$ cat config.mk
export PLATFORM = sky130hd
export DESIGN_NAME = rtg_pixel_timing
export DESIGN_NICKNAME = d
export VERILOG_FILES = /design/src/rtg_cfg_pkg.sv /design/src/rtg_pixel_pkg.sv /design/src/rtg_pixel_timing.sv
export VERILOG_INCLUDE_DIRS = /design/src
export SDC_FILE = /design/constraint.sdc
export NUM_CORES = 1
export LEC_CHECK = 0
export ABC_AREA = 0
export BUFFER_PORTS_ARGS = -buffer_cell sky130_fd_sc_hd__buf_2
export CORE_MARGIN = 2
export CORE_UTILIZATION = 49
export DETAILED_ROUTE_END_ITERATION = 10
export PLACE_DENSITY = 0.75
export SYNTH_ARGS = -nofsm -noshare
export SYNTH_HDL_FRONTEND = slang
export SYNTH_SLANG_ARGS = --single-unit
$ cat constraint.sdc
create_clock -name CLK_114 -period 1.7 [get_ports CLK_114]
set_input_delay 0.17 -clock CLK_114 [delete_from_list [all_inputs] [get_ports CLK_114]]
set_output_delay 0.17 -clock CLK_114 [all_outputs]
set_load 0.03 [all_outputs]
$ cat src/rtg_defines.svh
`ifndef RTG_DEFINES_SVH
`define RTG_DEFINES_SVH

//////////////////////////////////////////////////////////////////////
// Memory side
//////////////////////////////////////////////////////////////////////

`define RTG_ADDR_W       25   // Byte address into frame memory
`define RTG_WORD_W       16   // One frame word
`define RTG_FIFO_DEPTH   8    // FIFO entries, also the starting credits

//////////////////////////////////////////////////////////////////////
// Display side
//////////////////////////////////////////////////////////////////////

`define RTG_COLOR_W      8    // Per channel
`define RTG_PIX_CNT_W    3    // Clocks-per-fetch counter
`define RTG_VB_W         5    // Lines of extra vblank
`define RTG_CLUT_ENTRIES 256  // Palette size

`endif

$ cat src/rtg_cfg_pkg.sv
`include "rtg_defines.svh"

// Settings the CPU side programs for the RTG screen
package rtg_cfg_pkg;

  typedef logic [`RTG_PIX_CNT_W-1:0] pix_width_t;    // Clocks per fetch minus one
  typedef logic [`RTG_VB_W-1:0]      vbend_t;        // Blanked lines after chipset vblank
  typedef logic [`RTG_ADDR_W-1:4]    base_addr_t;    // Frame base, 16-byte aligned
  typedef logic [`RTG_ADDR_W-1:0]    mem_addr_t;     // Full byte address

  // Source of the colour shown on a pixel
  typedef enum logic [1:0] {
    VID_CHIP    = 2'd0,   // Chipset video
    VID_HICOLOR = 2'd1,   // RGB565 from frame memory
    VID_CLUT    = 2'd2    // Indexed through palette
  } vid_src_t;

  // Palette entry as written by the CPU
  typedef struct packed {
    logic [`RTG_COLOR_W-1:0] r;
    logic [`RTG_COLOR_W-1:0] g;
    logic [`RTG_COLOR_W-1:0] b;
  } pal_entry_t;

endpackage

$ cat src/rtg_pixel_pkg.sv
`include "rtg_defines.svh"

// Types for data moving down the pixel path
package rtg_pixel_pkg;

  //////////////////////////////////////////////////////////////////////
  // Memory data
  //////////////////////////////////////////////////////////////////////

  typedef logic [`RTG_WORD_W-1:0] mem_word_t;   // Frame word, RGB565 or two indices

  //////////////////////////////////////////////////////////////////////
  // Colour
  //////////////////////////////////////////////////////////////////////

  typedef logic [`RTG_COLOR_W-1:0] color_t;     // One channel

  // Palette index, sized from entry count
  typedef logic [$clog2(`RTG_CLUT_ENTRIES)-1:0] clut_idx_t;

  typedef logic [1:0] osd2_t;                   // OSD channel, top two bits

  //////////////////////////////////////////////////////////////////////
  // Timing
  //////////////////////////////////////////////////////////////////////

  typedef logic [`RTG_PIX_CNT_W-1:0] pix_cnt_t; // Clocks since last fetch

endpackage

$ cat src/rtg_pixel_timing.sv
`timescale 1ns/10ps

module rtg_pixel_timing (
  input  logic                    CLK_114,
  input  logic                    reset,
  input  logic                    rtg_ena,
  input  logic                    rtg_ext,     // Stretch active area by one clock
  input  rtg_cfg_pkg::pix_width_t pix_width,
  input  rtg_cfg_pkg::vbend_t     vbend,
  input  logic                    hblank,      // Chipset blanking
  input  logic                    vblank,
  input  logic                    hsync,
  output logic                    pixel_strobe,
  output logic                    rtg_blank,
  output logic                    hi_byte_sel
);

  import rtg_cfg_pkg::*;
  import rtg_pixel_pkg::*;

  pix_cnt_t pix_ctr;      // Compared against pix_width
  logic     blank_d;      // Blank one clock back
  logic     byte_sel;     // Second index of the word
  logic     byte_sel_d;
  logic     rtg_vblank;   // Vblank counted in lines
  vbend_t   vb_ctr;
  logic     hsync_d;      // Edge detect

  assign rtg_blank = rtg_vblank | hblank;

  // Fetch strobe, with the one-clock extension past the blank edge
  assign pixel_strobe = rtg_ena && (pix_ctr == pix_width) &&
                        (!rtg_blank || (rtg_ext && !blank_d));

  assign hi_byte_sel = byte_sel_d;   // Lines up with the popped word

  //////////////////////////////////////////////////////////////////////
  // Fetch clock and byte select
  //////////////////////////////////////////////////////////////////////

  always_ff @(posedge CLK_114) begin
    if (reset) begin
      pix_ctr    <= '0;
      blank_d    <= 1'b0;
      byte_sel   <= 1'b0;
      byte_sel_d <= 1'b0;
    end else begin
      blank_d    <= rtg_blank;
      byte_sel_d <= byte_sel;
      if (pix_ctr == pix_cnt_t'(pix_width >> 1))
        byte_sel <= 1'b1;                 // Halfway through the fetch period
      if (rtg_blank || pixel_strobe) begin
        pix_ctr  <= '0;                   // Restart period
        byte_sel <= 1'b0;
      end else begin
        pix_ctr <= pix_ctr + 1'b1;
      end
    end
  end

  //////////////////////////////////////////////////////////////////////
  // Vertical blank by line count
  //////////////////////////////////////////////////////////////////////

  always_ff @(posedge CLK_114) begin
    if (reset) begin
      rtg_vblank <= 1'b1;
      vb_ctr     <= '0;
      hsync_d    <= 1'b0;
    end else begin
      hsync_d <= hsync;
      if (vblank) begin
        rtg_vblank <= 1'b1;               // Follow chipset vblank
        vb_ctr     <= '0;
      end else if (vb_ctr == vbend) begin
        rtg_vblank <= 1'b0;               // Enough lines skipped
      end else if (hsync && !hsync_d) begin
        vb_ctr <= vb_ctr + 1'b1;          // One more line
      end
    end
  end

endmodule

== After elaboration in Yosys (flattened, before gate mapping) ==
Cells that the tools add are included.
Word-level totals
  register bits: 13
  logic and storage cells: 26
  output and inout port bits: 3
Cells by class
  reduce and logical (&&, ||, !) cells: 12
  eq/ne operators: 3
  $add $sub $neg: 2
  bitwise logic cells: 2
Operator list (number)
  $add A5 B1 Y5 const B: 1
  $eq A5 B5 Y1: 1
  $logic_and A1 B1 Y1: 4
  $reduce_or A2 Y1: 2
  $add A3 B1 Y3 const B: 1
  $eq A3 B2 Y1: 1
  $eq A3 B3 Y1: 1
  $logic_not A1 Y1: 3
  $logic_or A1 B1 Y1: 2
  $reduce_and A2 Y1: 1
  $not A1 Y1: 1
  $or A1 B1 Y1: 1

== Longest topological paths before layout ==
Gate-level depths: netlist of run 1.
  depth in word-level cells: 6
  depth in mapped cells: 4
  depth with buffers taken out: 4

== Least setup slack after synthesis of run 1 ==
OpenSTA, ideal clock, no wires.
  path kind: reg2out
  start: register rtg_vblank
  end: output port pixel_strobe
  path buffers: 0
  required time: 1.530 ns
  arrival: 1.204 ns
  slack: 0.326 ns
  cell stages (with the launch flop): 3
  cell sequence: dfxtp_1 or2_2 a21oi_1
On the way
  word-level cells in the longest chain between the ends: 4
Ends and longest elaborated chain
  from (decl): line rtg_pixel_timing.sv:25  | logic rtg_vblank;
  from (signal assigned): line rtg_pixel_timing.sv:67  | rtg_vblank <= 1'b1;
  from (signal assigned): line rtg_pixel_timing.sv:73  | rtg_vblank <= 1'b1;
  from (signal assigned): line rtg_pixel_timing.sv:76  | rtg_vblank <= 1'b0;
  $or A1 B1 Y1: line rtg_pixel_timing.sv:29  | assign rtg_blank = rtg_vblank | hblank;
  via rtg_blank: line rtg_pixel_timing.sv:14  | output logic rtg_blank,
  $logic_not A1 Y1: line rtg_pixel_timing.sv:33  | (!rtg_blank || (rtg_ext && !blank_d));
  $logic_or A1 B1 Y1: line rtg_pixel_timing.sv:33
  $logic_and A1 B1 Y1: line rtg_pixel_timing.sv:32  | assign pixel_strobe = rtg_ena && (pix_ctr == pix_width) &&
  to (decl): line rtg_pixel_timing.sv:13  | output logic pixel_strobe,
The timed path passes the listed nets, and every way through them passes these cells.

== Worst setup path in the final report of run 1 ==
  start: register pix_ctr[0]
  end: output port pixel_strobe
On the way
  word-level cells in the longest chain between the ends: 3
Ends and longest elaborated chain
  from (decl): line rtg_pixel_timing.sv:21  | pix_cnt_t pix_ctr;
  from (signal assigned): line rtg_pixel_timing.sv:56  | pix_ctr <= pix_ctr + 1'b1;
  $eq A3 B3 Y1: line rtg_pixel_timing.sv:32
  $logic_and A1 B1 Y1 (2 in series): line rtg_pixel_timing.sv:32
No other way between the ends.

==> results of run 1 <==
[state kept, by name (all words and copies together) (netlist names)]
register,cells
pix_ctr,3
vb_ctr,5
blank_d,1
byte_sel,1
hsync_d,1
hi_byte_sel,1
rtg_vblank,1
[layout make-up]
cell class | count | area (um^2) | area share [%]
Timing Repair Buffer | 17 | 85.1 | 10.7
Sequential cell | 13 | 260 | 32.7
Tap cell | 15 | 18.8 | 2.35
Multi-Input combinational cell | 58 | 407 | 51.0
Clock buffer | 4 | 26.3 | 3.30
[stage by stage]
step           instances  hold WS (ns)  worst slack (ns)
5_1_grt              107         0.149            0.0889
4_1_cts              107         0.140             0.173
3_3_place_gp         103         0.411             0.282
6_report             107         0.135             0.162
2_1_floorplan         72         0.246             0.326
3_5_place_dp         103         0.417             0.241
[worst max-delay path by stage]
stage | from | endpoint | slack [ns]
6_report | pix_ctr[0] | pixel_strobe | 0.16
5_1_grt | pix_ctr[0] | pixel_strobe | 0.09
4_1_cts | pix_ctr[0] | pixel_strobe | 0.17
2_1_floorplan | rtg_vblank | pixel_strobe | 0.33
3_5_place_dp | vb_ctr[3] | rtg_vblank | 0.24
3_3_place_gp | vb_ctr[3] | rtg_vblank | 0.28
[layer usage]
layer  global-route usage, %  share of wire (%)  vias up  wire length, um
met3                    3.26                4.4        2               54
met1                    21.5                 51      251              627
met5                       0                  0        -                0
li1                        -                  -      293                -
met4                    10.0                1.1        0               14
met2                    25.4                 43       16              530
[report_power, final]
group          switching [mW]  leakage, nW  internal (mW)
logic                  0.0354        0.213         0.0306
registers             0.00352        0.106          0.309
clock network          0.0988       0.0150         0.0907
total                   0.138        0.333          0.430
[cell families (layout without fill, tap and decap cells)]
logic type	Yosys count	count (layout)	synth area share, %
mux	4	4	5.97
simple gates	32	32	27.2
fa+ha+maj	2	2	3.73
buf+inv	1	21	0.559
xor+xnor	11	11	14.4
compound gates	9	9	9.33
flops	13	13	38.8
[critical path: stages (launching register included)]
cell                      delay, ns
sky130_fd_sc_hd__dfxtp_1       0.42
sky130_fd_sc_hd__xnor2_1       0.14
sky130_fd_sc_hd__nand4_1       0.19
sky130_fd_sc_hd__a21oi_1       0.15
sky130_fd_sc_hd__buf_2         0.21
[cell usage in the layout, fill, tap and decap left out, types with 2 or more instances in the layout]
cell	count
sky130_fd_sc_hd__or3_1	3
sky130_fd_sc_hd__nand2_1	7
sky130_fd_sc_hd__nand2b_1	2
sky130_fd_sc_hd__xnor2_1	5
sky130_fd_sc_hd__mux2i_1	4
sky130_fd_sc_hd__a21oi_1	5
sky130_fd_sc_hd__nor2_1	6
sky130_fd_sc_hd__nand4_1	3
sky130_fd_sc_hd__clkbuf_4	3
sky130_fd_sc_hd__xor2_1	6
sky130_fd_sc_hd__nor2b_1	4
sky130_fd_sc_hd__ha_1	2
sky130_fd_sc_hd__dfxtp_1	13
sky130_fd_sc_hd__buf_2	17
==> summary.md, run 1 <==
The run finished with clean final reports. The number of top-level pins is 18. For the clock skew, the log shows 0.00338 ns. The run gives 89 as the net count of the mapped netlist. Cells fill 62.0% of the core in the end. After layout, the worst path uses 90.5% of the clock period. In the synthesized netlist the async set-or-reset flop fraction comes to 0%. Setup repair after global routing left no endpoint under its margin. The filler cells instantiated in the layout total 117. The CTS clock-pin slew for the worst setup and hold paths was 0.08 ns; the number of nets still failing antenna checks after routing was 0.

Element type at the critical path start: a flop. The root buffer cell chosen for the clock tree is sky130_fd_sc_hd__clkbuf_4. Maximum buffer depth of the clock tree: 2.

The max-cap violation count was 0; the setup TNS was 0 ns. The logs give 0.790 for the placer's final routability congestion estimate and 4 for the detailed-router iteration count before antenna repair. Ranked by total cell area, the synthesized netlist is headed by sky130_fd_sc_hd__dfxtp_1 (39%), sky130_fd_sc_hd__xor2_1 (7.8%), sky130_fd_sc_hd__xnor2_1 (6.5%). The normalized max-slew margin came out at 72.6%.

The share of post-route cells with drive strength above 1 was 26.1%; the global-route total usage across every layer was 16.7%. The slew at the pin with the worst max-slew slack was 0.409 ns. The mean number of vias per cell is 5.25. The final net count is 110. Signed area change from the synthesized netlist to the final layout: 18.8%. Largest area contributor in the synthesized netlist: sky130_fd_sc_hd__dfxtp_1. In this run, synthesis produced a sequential element count of 13.

The core region is 1280 um^2. The via count of the first global-routing pass came out at 461. The post-route standard cell area excluding fillers came out at 797 um^2.

The commonest cells after synthesis are sky130_fd_sc_hd__dfxtp_1 (13), sky130_fd_sc_hd__nand2_1 (7), sky130_fd_sc_hd__nor2_1 (6), sky130_fd_sc_hd__xor2_1 (6). Length in cells of the worst reg-to-reg path: 4. For this run, the leading register cell type out of synthesis is sky130_fd_sc_hd__dfxtp_1. The maximum number of pins on one net before global-route repair was 12; the count of pins over their slew limit was 0. The maximum clock frequency is 650 MHz. The global-route wire length before repair is 1830 um, and the number of enable-type register cells in the synthesized netlist is 0. The worst register-to-register path begins at vb_ctr[3]. The tools report the end point of the worst hold path as hsync_d. During synthesis, Yosys emitted a total of 0 warnings. Summing every instance area after synthesis gives 671 um^2. The worst-path maximum fanout came out at 4.

Buffers inserted during clock tree synthesis total 3. Data on the critical path is required at its endpoint by 1.53 ns. The critical path in this run is classified as reg -> out.

Dividing total power by cell area gives a power density of 712 nW/um^2. The floorplan die height came out at 41.0 um. CTS saw 13 sinks.

For the final total power, the log shows 0.568 mW. The worst-case IR drop observed on VDD is 0.000420 V. For the buffer count from post-CTS setup fixing, the log shows 0. In this run the most critical hold path is launched from hsync. Number of vias after detailed routing: 562. The tools report the endpoint class of the critical path as an output pin. The logs give 24 for the number of distinct library cells after synthesis and 940 um for the HPWL reported at the end of detailed placement. The effective utilization at floorplan came out at 52.2%. In the post-synthesis netlist, the cell with the most instances is sky130_fd_sc_hd__dfxtp_1.

The worst hold path was traced through 2 stages. The worst register-to-register path has a setup slack of 0.22 ns. Setup violations remaining at the end of the flow were counted as 0. Summed over all cells, the static leakage comes to 0.333 nW. In the final routed layout, each cell accounts on average for 11.5 um. The post-detailed-placement cell area came out at 771 um^2.

The die covers 1680 um^2. After synthesis, the mean cell area works out to 9.31 um^2. The run gives 0 as the overall overflow remaining after global route.

The min-delay analysis places its worst path in the category in -> reg. The number of antenna violations at the first check in global routing was 0; the number of H-tree branching levels was 1. The tools report the clock insertion delay at the later pin of the skew report as 0.27 ns. Summing the sequential cell areas from Yosys gives 38.8% of the chip area. Post-CTS repair changed the size of 0 cells.

TritonCTS built the clock tree. For the worst setup path, the data arrival time is 1.37 ns. The die span in x was 41.0 um.

The final count of hold timing violations is 0, and the count of input and output buffers is 17. The fraction of synthesized cell area taken by the top area cell type was 38.8%. The run gives 13 as the number of rows created at floorplan. The first-iteration detailed-routing DRC count came out at 4.

Reg-to-reg endpoint: rtg_vblank. The post-layout minimum cycle time was 1.54 ns; the antenna diode count was 0. Cell count after synthesis: 72. Hold repair after CTS inserted 0 buffers. The total detailed-routing wirelength was 1230 um; the remaining design rule violation count was 0.
No activity file was read; power rests on OpenSTA's default activity.
==> inputs of run 2 (changes only) <==
--- a/config.mk
+++ b/config.mk
@@ -8,10 +8,13 @@
 export LEC_CHECK = 0
 export ABC_AREA = 0
 export BUFFER_PORTS_ARGS = -buffer_cell sky130_fd_sc_hd__buf_2
+export CELL_PAD_IN_SITES_DETAIL_PLACEMENT = 1
+export CELL_PAD_IN_SITES_GLOBAL_PLACEMENT = 1
 export CORE_MARGIN = 2
-export CORE_UTILIZATION = 49
+export CORE_UTILIZATION = 36
 export DETAILED_ROUTE_END_ITERATION = 10
-export PLACE_DENSITY = 0.75
+export PLACE_DENSITY_LB_ADDON = 0.1
+export SLEW_MARGIN = 20
 export SYNTH_ARGS = -nofsm -noshare
 export SYNTH_HDL_FRONTEND = slang
 export SYNTH_SLANG_ARGS = --single-unit
==> run 2 against run 1 <==
Against the previous run: worst hold slack lost 0.0011 ns; non-clock buffer count stayed put; critical path depth unchanged; flip-flop and latch count stayed put; routed wire length up 12%; critical path type unchanged; critical endpoint unchanged.
==> summary.md, run 2 (synthesized netlist as in run 1, its figures left out) <==
The count of input and output buffers came out at 17. The analysis attributes to cell leakage a power of 0.333 nW. Setup slack on the worst reg-to-reg path comes out at 0.23 ns.

Tracing the worst setup path back leads to its startpoint at pix_ctr[0]. The flip-flop count of the largest register, all copies and words added was 5; the mean number of vias per cell was 4.96. The tool flagged a number of max-cap violations equal to 0. For this configuration, the core starts out at a cell density of 38.4%. For the number of H-tree branching levels, the log shows 1. The via count of the first global-routing pass is 571. The number of nets still failing antenna checks after routing was 0.

The first global-routing pass estimated 2500 um of wire. The register with the highest flop count is vb_ctr. The number of buffers added by the clock tree synthesis step is 3. Relative to the synthesized area, the layout overhead comes to 20.7%. After clock tree synthesis, the flow added hold-fix buffers numbering 0. The CTS clock-pin slew for the worst setup and hold paths was 0.07 ns. After the last flow step, the layout net total stands at 110.

Element type at the critical path start: a flop. The detailed-router iteration count before antenna repair was 3; the depth of the worst hold-timing path was 2. The leading cell type in the layout, fill and taps excluded was sky130_fd_sc_hd__buf_2. The die covers 2220 um^2.

The first-iteration detailed-routing DRC count was 10. Summed over all nets, the half-perimeter wirelength after detailed placement is 1110 um. TritonCTS built the clock tree.

The library cells used most frequently in the layout, excluding fill and tap cells, are sky130_fd_sc_hd__buf_2 (17), sky130_fd_sc_hd__dfxtp_1 (13), sky130_fd_sc_hd__nand2_1 (7), sky130_fd_sc_hd__nor2_1 (6), sky130_fd_sc_hd__xor2_1 (6). For the antenna diode count, the log shows 0. 18 I/O pins were placed.

Class of the most critical hold timing path: in -> reg. The overall overflow remaining after global route is 0. The die span in x came out at 47.2 um. Setup repair after global routing left no endpoint under its margin.

The reg-to-reg startpoint was vb_ctr[2]. The endpoint class of the critical path is an output pin. The root buffer selected by CTS is sky130_fd_sc_hd__clkbuf_4. The slew at the pin with the worst max-slew slack was 0.446 ns; the average wire per standard cell was 11.7 um. The run gives 0.00460 ns as the clock skew. The classification of the worst setup path was reg -> out. The completed layout was analyzed and its total power is 0.570 mW. Count of pins over their slew limit: 0.

The final layout contains routed wiring with a total length of 1370 um. The sink count of the clock tree is 13. Counting along the longest clock path gives a buffer depth of 2. The tools report the fraction of the core area covered by cells at the end of the flow as 46.4%. Setup violations remaining at the end of the flow were counted as 0.

For this run, the total global-route usage over all layers was measured as 16.3%. After filler insertion, the fill cell instance count of the layout stands at 228. The clock reaches the later pin of the worst-skew pair after 0.27 ns. The largest registers in the layout are vb_ctr (5), pix_ctr (3). The post-route netlist has 26.1% of its cells at a drive strength greater than 1.

The number of vias after detailed routing was 580; the floorplan die height was 47.2 um. In the routed design, unresolved DRC markers number 0. In this run the worst path has a maximum fanout of 4. The required time of the worst setup path came out at 1.53 ns. Entering global routing, the biggest net connects 12 pins. The reg-to-reg endpoint was rtg_vblank. The startpoint of the tightest hold check path is hsync.

The run finished with clean final reports. The run gives 15 as the number of rows created at floorplan. The number of setup buffers added after CTS is 0. The number of antenna violations at the first check in global routing was 0. The run gives 669 MHz as the maximum clock frequency. The final critical-path share of the clock period was 88.0%; the length in cells of the worst reg-to-reg path was 4. The setup TNS is 0 ns, and the normalized max-slew margin is 70.0%. The post-layout minimum cycle time came out at 1.50 ns.

Across the VDD grid, the largest voltage drop is 0.000401 V. The worst endpoint data arrival time is 1.33 ns, and the placeable core region is 1750 um^2. For hold timing, the worst endpoint is hsync_d. The congestion estimate from routability-driven global placement came to 0.734. The tools report the count of instances resized after the clock tree is built as 0.

The final count of hold timing violations is 0, and the total power per unit cell area is 704 nW/um^2.
==> run 2: cell counts in the layout (fill, tap and decap cells not counted) <==
No cell type changed its count.
==> run 2: routing by layer <==
metal	vias to the layer above	share of wire (%)	routed length, um	GRT usage, %
met5	-	0	0	0
met4	0	0.80	11	5.00
met3	2	5.3	72	6.92
met2	12	48	651	26.3
met1	274	46	630	19.7
li1	292	-	-	-
==> run 2: critical path: stages, from the launching register on <==
cell and delay [ns]:
sky130_fd_sc_hd__dfxtp_1 0.41, sky130_fd_sc_hd__xnor2_1 0.13, sky130_fd_sc_hd__nand4_1 0.17, sky130_fd_sc_hd__a21oi_1 0.14, sky130_fd_sc_hd__buf_2 0.21
==> run 2: where the power goes <==
part,leakage [nW],switching (mW),internal [mW],total (mW)
clock,0.0150,0.0991,0.0910,0.190
combinational,0.213,0.0365,0.0306,0.0671
sequential,0.106,0.00359,0.309,0.312
total,0.333,0.139,0.430,0.570
==> run 2: final cells by class <==
type / instances / area, um^2 / area share [%]
Multi-Input combinational cell: 58 / 407 / 50.2
Clock buffer: 4 / 26.3 / 3.25
Timing Repair Buffer: 17 / 85.1 / 10.5
Sequential cell: 13 / 260 / 32.1
Tap cell: 25 / 31.3 / 3.86
==> run 2: worst max-delay path by stage <==
stage | endpoint | slack [ns] | cells past startpoint
finish | pixel_strobe | 0.20 | 4
global route | pixel_strobe | 0.09 | 4
CTS | pixel_strobe | 0.18 | 4
detailed placement | rtg_vblank | 0.25 | 4
global placement | rtg_vblank | 0.26 | 4
floorplan | pixel_strobe | 0.33 | 2
==> run 2: metrics by stage <==
step	hold WS, ns	std cells	setup slack (ns)	instance area, um^2
global placement	0.409	113	0.264	783
CTS	0.134	117	0.178	810
detailed placement	0.418	113	0.249	783
finish	0.133	117	0.205	810
global route	0.147	117	0.0925	810
floorplan	0.246	72	0.326	671
