===== config.mk =====
export PLATFORM = sky130hd
export DESIGN_NAME = rtg_video_out
export DESIGN_NICKNAME = d
export VERILOG_FILES = /design/src/rtg_cfg_pkg.sv /design/src/rtg_pixel_pkg.sv /design/src/rtg_video_out.sv
export VERILOG_INCLUDE_DIRS = /design/src
export SDC_FILE = /design/constraint.sdc
export NUM_CORES = 1
export LEC_CHECK = 0
export BUFFER_PORTS_ARGS = -buffer_cell sky130_fd_sc_hd__buf_2
export CAP_MARGIN = 25
export CORE_MARGIN = 8
export CORE_UTILIZATION = 41
export CTS_CLUSTER_SIZE = 30
export DETAILED_ROUTE_END_ITERATION = 10
export PLACE_DENSITY = 0.84
export REMOVE_ABC_BUFFERS = 1
export SLEW_MARGIN = 20
export SYNTH_ARGS = -nofsm -noshare
export SYNTH_HDL_FRONTEND = slang
export SYNTH_SLANG_ARGS = --single-unit

===== constraint.sdc =====
create_clock -name CLK_114 -period 1.1 [get_ports CLK_114]
set_input_delay 0.055 -clock CLK_114 [delete_from_list [all_inputs] [get_ports CLK_114]]
set_output_delay 0.055 -clock CLK_114 [all_outputs]
set_load 0.1 [all_outputs]

===== src/rtg_defines.svh =====
`ifndef RTG_DEFINES_SVH
`define RTG_DEFINES_SVH

//////////////////////////////////////////////////////////////////////
// Memory side
//////////////////////////////////////////////////////////////////////

`define RTG_ADDR_W       25   // Byte address into frame memory
`define RTG_WORD_W       16   // One frame word
`define RTG_FIFO_DEPTH   8    // FIFO entries, also the starting credits

//////////////////////////////////////////////////////////////////////
// Display side
//////////////////////////////////////////////////////////////////////

`define RTG_COLOR_W      8    // Per channel
`define RTG_PIX_CNT_W    3    // Clocks-per-fetch counter
`define RTG_VB_W         5    // Lines of extra vblank
`define RTG_CLUT_ENTRIES 256  // Palette size

`endif


===== src/rtg_cfg_pkg.sv =====
`include "rtg_defines.svh"

// Settings the CPU side programs for the RTG screen
package rtg_cfg_pkg;

  typedef logic [`RTG_PIX_CNT_W-1:0] pix_width_t;    // Clocks per fetch minus one
  typedef logic [`RTG_VB_W-1:0]      vbend_t;        // Blanked lines after chipset vblank
  typedef logic [`RTG_ADDR_W-1:4]    base_addr_t;    // Frame base, 16-byte aligned
  typedef logic [`RTG_ADDR_W-1:0]    mem_addr_t;     // Full byte address

  // Source of the colour shown on a pixel
  typedef enum logic [1:0] {
    VID_CHIP    = 2'd0,   // Chipset video
    VID_HICOLOR = 2'd1,   // RGB565 from frame memory
    VID_CLUT    = 2'd2    // Indexed through palette
  } vid_src_t;

  // Palette entry as written by the CPU
  typedef struct packed {
    logic [`RTG_COLOR_W-1:0] r;
    logic [`RTG_COLOR_W-1:0] g;
    logic [`RTG_COLOR_W-1:0] b;
  } pal_entry_t;

endpackage


===== src/rtg_pixel_pkg.sv =====
`include "rtg_defines.svh"

// Types for data moving down the pixel path
package rtg_pixel_pkg;

  //////////////////////////////////////////////////////////////////////
  // Memory data
  //////////////////////////////////////////////////////////////////////

  typedef logic [`RTG_WORD_W-1:0] mem_word_t;   // Frame word, RGB565 or two indices

  //////////////////////////////////////////////////////////////////////
  // Colour
  //////////////////////////////////////////////////////////////////////

  typedef logic [`RTG_COLOR_W-1:0] color_t;     // One channel

  // Palette index, sized from entry count
  typedef logic [$clog2(`RTG_CLUT_ENTRIES)-1:0] clut_idx_t;

  typedef logic [1:0] osd2_t;                   // OSD channel, top two bits

  //////////////////////////////////////////////////////////////////////
  // Timing
  //////////////////////////////////////////////////////////////////////

  typedef logic [`RTG_PIX_CNT_W-1:0] pix_cnt_t; // Clocks since last fetch

endpackage


===== src/rtg_video_out.sv =====
`timescale 1ns/10ps

module rtg_video_out (
  input  logic                     CLK_114,
  input  logic                     reset,
  input  logic                     rtg_ena,
  input  logic                     rtg_clut,     // Indexed mode
  input  logic                     rtg_blank,
  input  logic                     hi_byte_sel,
  input  rtg_pixel_pkg::mem_word_t pixel_word,
  input  rtg_pixel_pkg::color_t    pal_r,
  input  rtg_pixel_pkg::color_t    pal_g,
  input  rtg_pixel_pkg::color_t    pal_b,
  input  rtg_pixel_pkg::color_t    chip_r,
  input  rtg_pixel_pkg::color_t    chip_g,
  input  rtg_pixel_pkg::color_t    chip_b,
  input  logic                     chip_hs,
  input  logic                     chip_vs,
  input  logic                     chip_cs,
  input  logic                     osd_window,
  input  logic                     osd_pixel,
  output rtg_pixel_pkg::clut_idx_t clut_idx,
  output rtg_pixel_pkg::color_t    vga_r,
  output rtg_pixel_pkg::color_t    vga_g,
  output rtg_pixel_pkg::color_t    vga_b,
  output logic                     vga_hs,
  output logic                     vga_vs,
  output logic                     vga_cs
);

  import rtg_cfg_pkg::*;
  import rtg_pixel_pkg::*;

  color_t   hc_r, hc_g, hc_b;          // Expanded RGB565
  vid_src_t src;
  color_t   red_reg, grn_reg, blu_reg;
  logic     hs_reg, vs_reg, cs_reg;
  osd2_t    osd_r, osd_g, osd_b;

  assign clut_idx = hi_byte_sel ? pixel_word[15:8] : pixel_word[7:0];

  // Top bits repeated into the low bits
  assign hc_r = {pixel_word[15:11], pixel_word[15:13]};
  assign hc_g = {pixel_word[10:5], pixel_word[10:9]};
  assign hc_b = {pixel_word[4:0], pixel_word[4:2]};

  always_comb begin
    if (rtg_ena && !rtg_blank)
      src = rtg_clut ? VID_CLUT : VID_HICOLOR;
    else
      src = VID_CHIP;                  // Off or blanked
  end

  //////////////////////////////////////////////////////////////////////
  // Output register
  //////////////////////////////////////////////////////////////////////

  always_ff @(posedge CLK_114) begin
    if (reset) begin
      {red_reg, grn_reg, blu_reg} <= '0;
      {hs_reg, vs_reg, cs_reg}    <= '0;
    end else begin
      hs_reg <= chip_hs;
      vs_reg <= chip_vs;
      cs_reg <= chip_cs;
      case (src)
        VID_CLUT:    {red_reg, grn_reg, blu_reg} <= {pal_r, pal_g, pal_b};
        VID_HICOLOR: {red_reg, grn_reg, blu_reg} <= {hc_r, hc_g, hc_b};
        default:     {red_reg, grn_reg, blu_reg} <= {chip_r, chip_g, chip_b};
      endcase
    end
  end

  // OSD colour, white text on dark blue
  assign osd_r = osd_pixel ? 2'b11 : 2'b00;
  assign osd_g = osd_pixel ? 2'b11 : 2'b00;
  assign osd_b = osd_pixel ? 2'b11 : 2'b10;

  assign vga_r  = osd_window ? {osd_r, red_reg[7:2]} : red_reg;
  assign vga_g  = osd_window ? {osd_g, grn_reg[7:2]} : grn_reg;
  assign vga_b  = osd_window ? {osd_b, blu_reg[7:2]} : blu_reg;
  assign vga_hs = hs_reg;
  assign vga_vs = vs_reg;
  assign vga_cs = cs_reg;

endmodule


**Word-level counts from Yosys, hierarchy flattened**

Index checks and enable logic that the tools add are counted.
W data, S select, Z words.

- Bits in registers: 27
- Output and inout bits: 35

- Eq/ne operators: 2
- Mux-type cells: 11
- Reductions and logical operators: 2

Operators with widths:

| operator | number |
|---|---|
| $pmux W8 S2 | 3 |
| $mux W8 | 4 |
| $mux W2 | 3 |
| $eq A2 B1 Y1 const B | 1 |
| $eq A2 B2 Y1 const B | 1 |
| $logic_and A1 B1 Y1 | 1 |
| $logic_not A1 Y1 | 1 |
| $mux W1 | 1 |

**Longest topological paths before layout**

Gate-level depths: netlist of the first run.

- Word-level depth: 5
- Gate-level depth with buffers: 5
- Depth with buffers taken out: 3

**Worst setup path before layout of the first run**

OpenSTA, ideal clock, no wires.

- Path type: input to output
- From: input osd_window
- To: output vga_g[6]
- Required time: 1045 ps
- Path buffers: 2
- Cell stages on the path: 3
- Arrival: 2491 ps
- Slack: -1446 ps
- Path through: buf_2 > buf_2 > o21ai_0

- Longest elaborated chain between the ends: 1

RTL lines:

| item | line | RTL |
|---|---|---|
| from (decl) | rtg_video_out.sv:20 | `input logic osd_window,` |
| $mux W8 | rtg_video_out.sv:80 | `assign vga_g = osd_window ? {osd_g, grn_reg[7:2]} : grn_reg;` |
| to (decl) | rtg_video_out.sv:24 | `output rtg_pixel_pkg::color_t vga_g,` |

Every way passes these cells.

**Final worst setup path of the first run**

- From: register grn_reg[4]
- To: output vga_g[4]

- Longest elaborated chain between the ends: 1

RTL lines:

| item | line | RTL |
|---|---|---|
| from (decl) | rtg_video_out.sv:36 | `color_t red_reg, grn_reg, blu_reg;` |
| from (signal assigned) | rtg_video_out.sv:67 | `VID_CLUT: {red_reg, grn_reg, blu_reg} <= {pal_r, pal_g, pal_b};` |
| from (signal assigned) | rtg_video_out.sv:68 | `VID_HICOLOR: {red_reg, grn_reg, blu_reg} <= {hc_r, hc_g, hc_b};` |
| from (signal assigned) | rtg_video_out.sv:69 | `default: {red_reg, grn_reg, blu_reg} <= {chip_r, chip_g, chip_b};` |
| $mux W8 | rtg_video_out.sv:80 |  |

Every way passes these cells.

==> impl_metrics.py, run 1 <==
metrics = {
    "synth": {
        "ys_types": 20,
        "synth_area_um2": 1620,
        "avgSynthCellArea_um2": 9.74,
        "yosysWarnings": 0,
        "netlist_instances": 166,
        "ys_seq_area_share_pct": 33.4,
        "ys_seq_elements": 27,
    },
    "worst_setup_path": {
        "crit_slowest_cell": "dfxtp_2",
        "cp.arrival_ns": 1.06,
        "required_ns": 1.04,
        "criticalPathCategory": "reg -> out",
        "cp_cell_sequence": "mux2_4, buf_12",
        "end_kind": "primary output",
        "critPathMaxFanout": 2,
        "max_stage_delay_ns": 0.33,
        "setup.worst_path.start_class": "flop",
    },
    "die": {
        "initial_utilization_pct": 41.6,
        "core_um2": 3880,
        "num_rows": 23,
        "die-area_um2": 6210,
        "die_h_um": 78.8,
        "die_w_um": 78.8,
        "io_pins": 110,
    },
    "finish": {
        "layout-drive-gt1-share_pct": 69.0,
        "final_common_cell": "buf_2",
        "syn2layout_area_growth_pct": 72.1,
        "utilization_pct": 71.6,
        "diodes": 0,
        "num-fill-cells": 301,
        "fin_nets": 350,
        "mostFrequentLayoutCells": "buf_2, buf_12, nor2_1",
        "stdcell_area_um2": 2780,
    },
    "routing": {
        "drc": 0,
        "dr_total_vias": 1693,
        "ant_nets": 0,
        "first_iter_violations": 57,
        "via_per_inst": 5.23,
        "drt-wirelength-per-cell_um": 18.5,
        "drt_wl_total_um": 5980,
        "dr.pass1.iters": 4,
    },
    "power": {
        "power.total_mw": 3.48,
        "max-vdd-ir-drop_v": 0.000652,
        "power.density_nw_per_um2": 1250,
        "leakagePower_nw": 1.28,
    },
    "timing": {
        "final_hold_viol_count": 0,
        "tightest_slew_ns": 0.492,
        "max_freq_ghz": 0.899,
        "period_share_pct": 101,
        "slew_violations": 0,
        "rsz0062_at_grt": "true",
        "relSlewSlack_pct": 67.4,
        "timing.final.crit_period_ns": 1.11,
        "setup_ws_ns": -0.0126,
        "setup-violations-final": 9,
        "hold_slack_ns": 0.0231,
    },
    "clock_tree": {
        "clockBufferDepth": 2,
        "cts_root_buf": "clkbuf_8",
        "numCtsBuffers": 3,
        "tritoncts": "done",
        "htree_levels": 1,
        "cts.sinks": 27,
        "cts_setup_buffers": 0,
        "clkTransAtPathRegs_ns": 0.09,
    },
    "global_route": {
        "antenna_found_initial": 0,
        "grt_start_max_net_pins": 30,
        "grt.total_usage_pct": 18.4,
        "grt_pass1_wl_um": 9220,
        "globalRouteOverflowTotal": 0,
        "grt_pass1_vias": 1934,
    },
    "place": {
        "io_buffers": 109,
        "placed_cell_area_um2": 2340,
        "place_hpwl_um": 4280,
        "gp_congestion": 0.814,
    },
    "run": {
        "drv_cap": 0,
    },
    "run_status": {
        "status": "complete, but fails checks",
        "violations": "setup timing",
    },
    "min_path": {
        "hold_start": "chip_hs",
        "worstHoldPathType": "in -> reg",
        "hold_depth": 2,
        "whs_endpoint": "vga_hs$_SDFF_PP0_",
    },
}
## Yosys cell counts
library cell | n | area [um2]
inv_1 | 5 | 18.8
mux2i_1 | 8 | 80.1
buf_4 | 4 | 30.0
buf_8 | 2 | 30.0
nand2_1 | 1 | 3.75
o21ai_0 | 5 | 25.0
buf_2 | 5 | 25.0
or2_2 | 1 | 6.26
nor2_1 | 24 | 90.1
nor2b_1 | 9 | 56.3
a211oi_2 | 12 | 150
mux2_2 | 26 | 293
buf_1 | 1 | 3.75
nand2b_1 | 1 | 6.26
nor3_1 | 12 | 60.1
a211oi_1 | 12 | 90.1
nor3_2 | 4 | 40.0
and2b_1 | 3 | 22.5
buf_6 | 4 | 45.0
dfxtp_1 | 27 | 541
## what timing repair did
action | CTS | global route
endpoints found under the setup margin | 24 | 23
resized for setup | 94 | 26
pin swaps | 0 | 3
hold endpoints to repair | 2 | 0
hold buffers | 2 | 0
## power breakdown
part | total (mW) | leakage [nW] | switching (mW) | internal (mW)
clock network | 0.545 | 0.0228 | 0.286 | 0.259
registers | 1.10 | 0.229 | 0.0390 | 1.06
logic | 1.84 | 1.03 | 1.17 | 0.672
## worst max-delay path, delay by kind of cell (launching register included)
kind / cells / cell delay, ns
multiplexers: 1 / 0.29
flip-flops: 1 / 0.33
buffers and inverters: 1 / 0.17
## layer usage
| layer | share of wire (%) | track usage (%) | routed length [um] | vias to the layer above |
|---|---|---|---|---|
| met4 | 3.5 | 9.44 | 208 | 0 |
| li1 | - | - | - | 800 |
| met2 | 55 | 35.0 | 3280 | 75 |
| met5 | 0 | 0 | 0 | - |
| met1 | 36 | 18.2 | 2160 | 802 |
| met3 | 5.6 | 4.06 | 337 | 16 |
## stage by stage
step,TNS [ns],worst slack [ns],std cells
after floorplan,-7.58,-1.40,150
after global placement,0,0.0518,318
after detailed placement,0,0.0233,318
after CTS,-0.0491,-0.0151,324
after global routing,-0.552,-0.0383,324
final,-0.0692,-0.0126,324
## logic make-up after synthesis
group	after synthesis	share of synthesized area, %
multiplexers	34	23.1
AND/OR/NAND/NOR	55	17.6
AO/OA/AOI/OAI	29	16.4
flip-flops	27	33.4
buffers and inverters	21	9.44
## how the worst max path moves through the flow
stage,start,to
after CTS,grn_reg[4]$_SDFF_PP0_,vga_g[2]
after detailed placement,osd_window,vga_g[0]
after global placement,osd_window,vga_g[0]
final,grn_reg[4]$_SDFF_PP0_,vga_g[4]
after global routing,blu_reg[4]$_SDFF_PP0_,vga_b[4]
after floorplan,blu_reg[6]$_SDFF_PP0_,vga_b[6]
## layout make-up
cell class / count / area, um2 / share of cell area, %
multi-input combinational: 118 / 1020 / 36.8
clock buffer: 4 / 45.0 / 1.62
tap: 50 / 62.6 / 2.25
inverter: 5 / 18.8 / 0.674
sequential: 27 / 561 / 20.1
timing repair buffer: 120 / 1070 / 38.5
No activity file was read; power rests on OpenSTA's default activity.
==> run 2: changes to the inputs <==
==> constraint.sdc (replaced) <==
create_clock -name CLK_114 -period 1.1 [get_ports CLK_114]
set_input_delay 0.22 -clock CLK_114 [delete_from_list [all_inputs] [get_ports CLK_114]]
set_output_delay 0.22 -clock CLK_114 [all_outputs]
set_load 0.1 [all_outputs]
==> run 2 against run 1 <==
Against the previous run: the flow still finishes with violations (setup timing); cell area increased by 7.3%; global-route usage increased by 1.4 points; clock power about the same; die area unchanged; sequential share of layout area decreased by 1.5 points; utilization increased by 5.2 points; critical endpoint is now vga_b[3]; largest cell class unchanged; largest power group unchanged.
==> impl_metrics.py, run 2 (synthesis results as in run 1) <==
metrics = {
    "run_status": {
        "status": "complete, but fails checks",
        "violations": "setup timing",
    },
    "finish": {
        "diodes": 0,
        "final_common_cell": "buf_2",
        "num-fill-cells": 274,
        "syn2layout_area_growth_pct": 84.8,
        "mostFrequentLayoutCells": "buf_2, buf_12, nor2_1",
        "layout-drive-gt1-share_pct": 70.0,
        "fin_nets": 353,
        "utilization_pct": 76.9,
        "stdcell_area_um2": 2990,
    },
    "clock_tree": {
        "cts_root_buf": "clkbuf_8",
        "numCtsBuffers": 3,
        "cts.sinks": 27,
        "tritoncts": "done",
        "ctsHoldBuffers": 0,
        "clockBufferDepth": 2,
        "clkTransAtPathRegs_ns": 0.09,
        "htree_levels": 1,
    },
    "place": {
        "io_buffers": 109,
        "place_hpwl_um": 4400,
        "gp_congestion": 0.802,
        "placed_cell_area_um2": 2400,
    },
    "die": {
        "die_w_um": 78.8,
        "initial_utilization_pct": 41.6,
        "die-area_um2": 6210,
        "io_pins": 110,
        "core_um2": 3880,
        "num_rows": 23,
        "die_h_um": 78.8,
    },
    "routing": {
        "via_per_inst": 5.24,
        "first_iter_violations": 63,
        "dr.pass1.iters": 4,
        "dr_total_vias": 1715,
        "ant_nets": 0,
        "drt_wl_total_um": 6550,
        "drc": 0,
        "drt-wirelength-per-cell_um": 20.0,
    },
    "timing": {
        "timing.final.crit_period_ns": 1.29,
        "setup_ws_ns": -0.188,
        "relSlewSlack_pct": 82.4,
        "setup-violations-final": 24,
        "rsz0062_at_grt": "true",
        "slew_violations": 0,
        "max_freq_ghz": 0.777,
        "tightest_slew_ns": 0.264,
        "final_hold_viol_count": 0,
        "period_share_pct": 117,
    },
    "global_route": {
        "grt.total_usage_pct": 19.8,
        "grt_pass1_vias": 1973,
        "grt_pass1_wl_um": 9750,
        "grt_start_max_net_pins": 28,
        "use_met3_pct": 4.29,
        "grtUsageMet1_pct": 19.6,
        "busiest_layer": "met2",
        "antenna_found_initial": 0,
        "globalRouteOverflowTotal": 0,
        "met2_usage_pct": 37.6,
    },
    "worst_setup_path": {
        "criticalPathCategory": "reg -> out",
        "setup.worst_path.start_class": "flop",
        "required_ns": 0.88,
        "cp.arrival_ns": 1.07,
        "end_kind": "primary output",
        "critPathMaxFanout": 2,
    },
    "min_path": {
        "hold_start": "chip_vs",
        "hold_depth": 2,
        "worstHoldPathType": "in -> reg",
        "whs_endpoint": "vga_vs$_SDFF_PP0_",
    },
    "power": {
        "leakagePower_nw": 1.38,
        "power.total_mw": 3.61,
        "max-vdd-ir-drop_v": 0.000618,
        "power.density_nw_per_um2": 1210,
    },
    "run": {
        "drv_cap": 0,
    },
}
==> run 2: how the worst max path moves through the flow <==
stage | depth (start not counted) | startpoint | end
after floorplan | 2 | blu_reg[6]$_SDFF_PP0_ | vga_b[6]
after global placement | 4 | osd_window | vga_g[0]
after detailed placement | 4 | osd_window | vga_g[2]
after CTS | 2 | blu_reg[3]$_SDFF_PP0_ | vga_b[3]
after global routing | 2 | blu_reg[3]$_SDFF_PP0_ | vga_b[3]
final | 2 | blu_reg[3]$_SDFF_PP0_ | vga_b[3]
==> run 2: critical path, cell delays in order, from the launching register on <==
cell     delay [ns]
dfxtp_2        0.35
mux2_4         0.29
buf_12         0.17
==> run 2: area by class of cell <==
cell class	instances	area, um2	area share, %
Clock buffer	4	45.0	1.51
Sequential cell	27	558	18.7
Timing Repair Buffer	123	1250	42.0
Multi-Input combinational cell	118	1050	35.1
Inverter	5	18.8	0.628
Tap cell	50	62.6	2.09
==> run 2: routing by layer <==
metal  wire length (um)  share of wire (%)
met5                  0                  0
met3                416                6.3
met4                266                4.1
met1               2200                 34
met2               3670                 56
==> run 2: timing repair <==
item | CTS | global route
pin swaps | 3 | 3
resized for setup | 137 | 17
cloned | 0 | 1
setup buffers | 1 | 0
setup endpoints to repair | 32 | 24
==> run 2: power breakdown <==
part | total [mW] | internal, mW | switching, mW
sequential | 1.10 | 1.06 | 0.0417
combinational | 1.96 | 0.764 | 1.20
clock | 0.545 | 0.259 | 0.287
==> run 2: stage by stage <==
stage / setup TNS [ns] / setup slack [ns] / cells / hold WS [ns]
floorplan: -12.07 / -1.57 / 150 / 0.285
global placement: -7.63 / -0.278 / 321 / 0.426
detailed placement: -8.18 / -0.303 / 321 / 0.437
CTS: -3.85 / -0.187 / 326 / 0.160
global route: -4.45 / -0.205 / 327 / 0.162
finish: -3.69 / -0.188 / 327 / 0.162
==> run 3: changes to the inputs <==
--- a/config.mk
+++ b/config.mk
@@ -6,13 +6,14 @@
 export SDC_FILE = /design/constraint.sdc
 export NUM_CORES = 1
 export LEC_CHECK = 0
+export ABC_AREA = 1
 export BUFFER_PORTS_ARGS = -buffer_cell sky130_fd_sc_hd__buf_2
 export CAP_MARGIN = 25
 export CORE_MARGIN = 8
-export CORE_UTILIZATION = 41
+export CORE_UTILIZATION = 43
 export CTS_CLUSTER_SIZE = 30
 export DETAILED_ROUTE_END_ITERATION = 10
-export PLACE_DENSITY = 0.84
+export PLACE_DENSITY = 0.86
 export REMOVE_ABC_BUFFERS = 1
 export SLEW_MARGIN = 20
 export SYNTH_ARGS = -nofsm -noshare
==> run 3 against run 2 <==
Against the previous run: the run still ends with setup timing left; critical path depth rose by 1; highest routed layer unchanged; combinational power barely moved; final cell count rose by 40%.
==> impl_metrics.py, run 3 <==
metrics = {
    "run_status": {
        "status": "complete, but fails checks",
        "violations": "setup timing",
    },
    "place": {
        "gp_congestion": 0.837,
        "placed_cell_area_um2": 2910,
        "place_hpwl_um": 5250,
        "io_buffers": 109,
    },
    "synth": {
        "ys.flop_type": "dfxtp_1",
        "ys_seq_elements": 27,
        "synth_area_um2": 1730,
        "avgSynthCellArea_um2": 5.93,
        "async_flop_share_pct": 0,
        "yosysMostFrequentCell": "nand2_1",
        "synth_edf_count": 0,
        "yosys.area.top_type": "dfxtp_1",
        "ys_types": 19,
        "yosys.area.top_type_share_pct": 31.2,
        "ys_seq_area_share_pct": 31.2,
        "synth_commonest_cells": "nand2_1, nor2_1, nand4_1",
        "yosys-top-cells-area": "dfxtp_1, nand2_1, nand4_1",
        "yosysWarnings": 0,
        "netlist_instances": 292,
    },
    "power": {
        "power.density_nw_per_um2": 1120,
        "max-vdd-ir-drop_v": 0.000567,
        "power.share.sequential_pct": 30.3,
        "leakagePower_nw": 1.71,
        "p_sw_share_pct": 44.3,
        "clkPwrFrac_pct": 15.7,
        "power_frac_comb_pct": 54.0,
        "p_int_mw": 2.02,
        "p_switching_mw": 1.61,
    },
    "die": {
        "die-area_um2": 6310,
        "initial_utilization_pct": 43.9,
        "die_h_um": 79.5,
        "io_pins": 110,
        "num_rows": 23,
        "core_um2": 3940,
        "die_w_um": 79.5,
    },
    "routing": {
        "dr_total_vias": 2485,
        "ant_nets": 0,
        "first_iter_violations": 142,
        "drc": 0,
        "dr.pass1.iters": 4,
        "drt-wirelength-per-cell_um": 17.2,
        "via_per_inst": 5.41,
        "drt_wl_total_um": 7880,
    },
    "global_route": {
        "antenna_found_initial": 0,
        "grt_pass1_vias": 2460,
        "grt.total_usage_pct": 21.9,
        "globalRouteOverflowTotal": 0,
        "grt_pass1_wl_um": 11200,
        "grt_start_max_net_pins": 34,
    },
    "clock_tree": {
        "htree_levels": 1,
        "clockBufferDepth": 2,
        "cts.sinks": 27,
        "cts_root_buf": "clkbuf_8",
        "clkTransAtPathRegs_ns": 0.09,
        "tritoncts": "done",
        "numCtsBuffers": 3,
    },
    "timing": {
        "max_freq_ghz": 0.788,
        "setup-violations-final": 24,
        "final_hold_viol_count": 0,
        "period_share_pct": 115,
        "tightest_slew_ns": 0.353,
        "rsz0062_at_grt": "true",
        "timing.final.crit_period_ns": 1.27,
        "relSlewSlack_pct": 76.3,
        "setup_ws_ns": -0.169,
        "slew_violations": 0,
    },
    "finish": {
        "layout-drive-gt1-share_pct": 53.1,
        "utilization_pct": 82.4,
        "diodes": 0,
        "syn2layout_area_growth_pct": 87.5,
        "final_common_cell": "buf_2",
        "stdcell_area_um2": 3250,
        "mostFrequentLayoutCells": "buf_2, nand2_1, nor2_1",
        "fin_nets": 485,
    },
    "worst_setup_path": {
        "max_stage_delay_ns": 0.34,
        "crit_buf_inv": 2,
        "cp_cell_sequence": "inv_2, o21ai_4, buf_12",
        "end_kind": "primary output",
        "setup.worst_path.start_class": "flop",
        "crit_slowest_cell": "dfxtp_2",
        "critPathMaxFanout": 2,
        "cp_top_family": "flip-flops",
        "cp.arrival_ns": 1.05,
        "required_ns": 0.88,
        "criticalPathCategory": "reg -> out",
    },
    "min_path": {
        "worstHoldPathType": "in -> reg",
    },
    "run": {
        "drv_cap": 0,
    },
}
==> run 3: layer usage <==
| layer | track usage (%) | wire [um] | up-vias |
|---|---|---|---|
| li1 | - | - | 1156 |
| met1 | 22.9 | 2880 | 1128 |
| met2 | 38.7 | 3940 | 176 |
| met3 | 7.21 | 826 | 25 |
| met4 | 10.2 | 237 | 0 |
| met5 | 0 | 0 | - |
==> run 3: through the flow <==
stage	hold WS, ns	power, mW	instances	setup slack (ns)	TNS [ns]
3_3_place_gp	0.422	2.88	450	-0.184	-2.49
3_5_place_dp	0.429	2.91	450	-0.204	-3.06
5_1_grt	0.151	3.75	459	-0.196	-2.55
6_report	0.148	3.63	459	-0.169	-1.87
2_1_floorplan	0.291	2.09	272	-1.74	-27.53
4_1_cts	0.143	3.53	456	-0.177	-1.71
==> run 3: power groups by stage <==
stage / clock network [mW] / registers, mW / logic [mW]
3_5_place_dp: 0 / 1.10 / 1.81
6_report: 0.570 / 1.10 / 1.96
5_1_grt: 0.609 / 1.10 / 2.04
3_3_place_gp: 0 / 1.09 / 1.79
4_1_cts: 0.565 / 1.09 / 1.88
2_1_floorplan: 0 / 1.13 / 0.960
==> run 3: repair_timing <==
action / CTS / global route
hold buffers: 0 / 0
cloned: 1 / 2
endpoints found under the setup margin: 32 / 30
gates resized for setup: 62 / 39
buffers inserted: 1 / 1
pin swaps: 7 / 37
==> run 3: final cells by class <==
| type | instances | area (um2) |
|---|---|---|
| clock inverters | 1 | 7.51 |
| multi-input cells | 214 | 1100 |
| inverters | 31 | 129 |
| flip-flops and latches | 27 | 564 |
| clock buffers | 3 | 41.3 |
| well taps | 50 | 62.6 |
| repair buffers | 133 | 1340 |
| fillers | 222 | 696 |
==> run 3: worst paths after layout <==
| kind | startpoint | end | slack, ns | cells past startpoint |
|---|---|---|---|---|
| setup / recovery | red_reg[7]$_SDFF_PP0_ | vga_r[5] | -0.17 | 3 |
| hold / removal | chip_vs | vga_vs$_SDFF_PP0_ | 0.15 | 3 |
==> run 3: kinds of logic (layout without fill, tap and decap cells) <==
group,Yosys count,in the layout,share of synthesized area [%]
DFF,27,27,31.2
buffers and inverters,51,168,14.2
and+or+nand+nor,201,201,50.8
AOI/OAI and AO/OA,13,13,3.76
==> run 3: worst min-delay path, delay by kind of cell <==
kind	cells	cell delay, ns
AND/OR/NAND/NOR	1	0.03
buffers and inverters	2	0.13
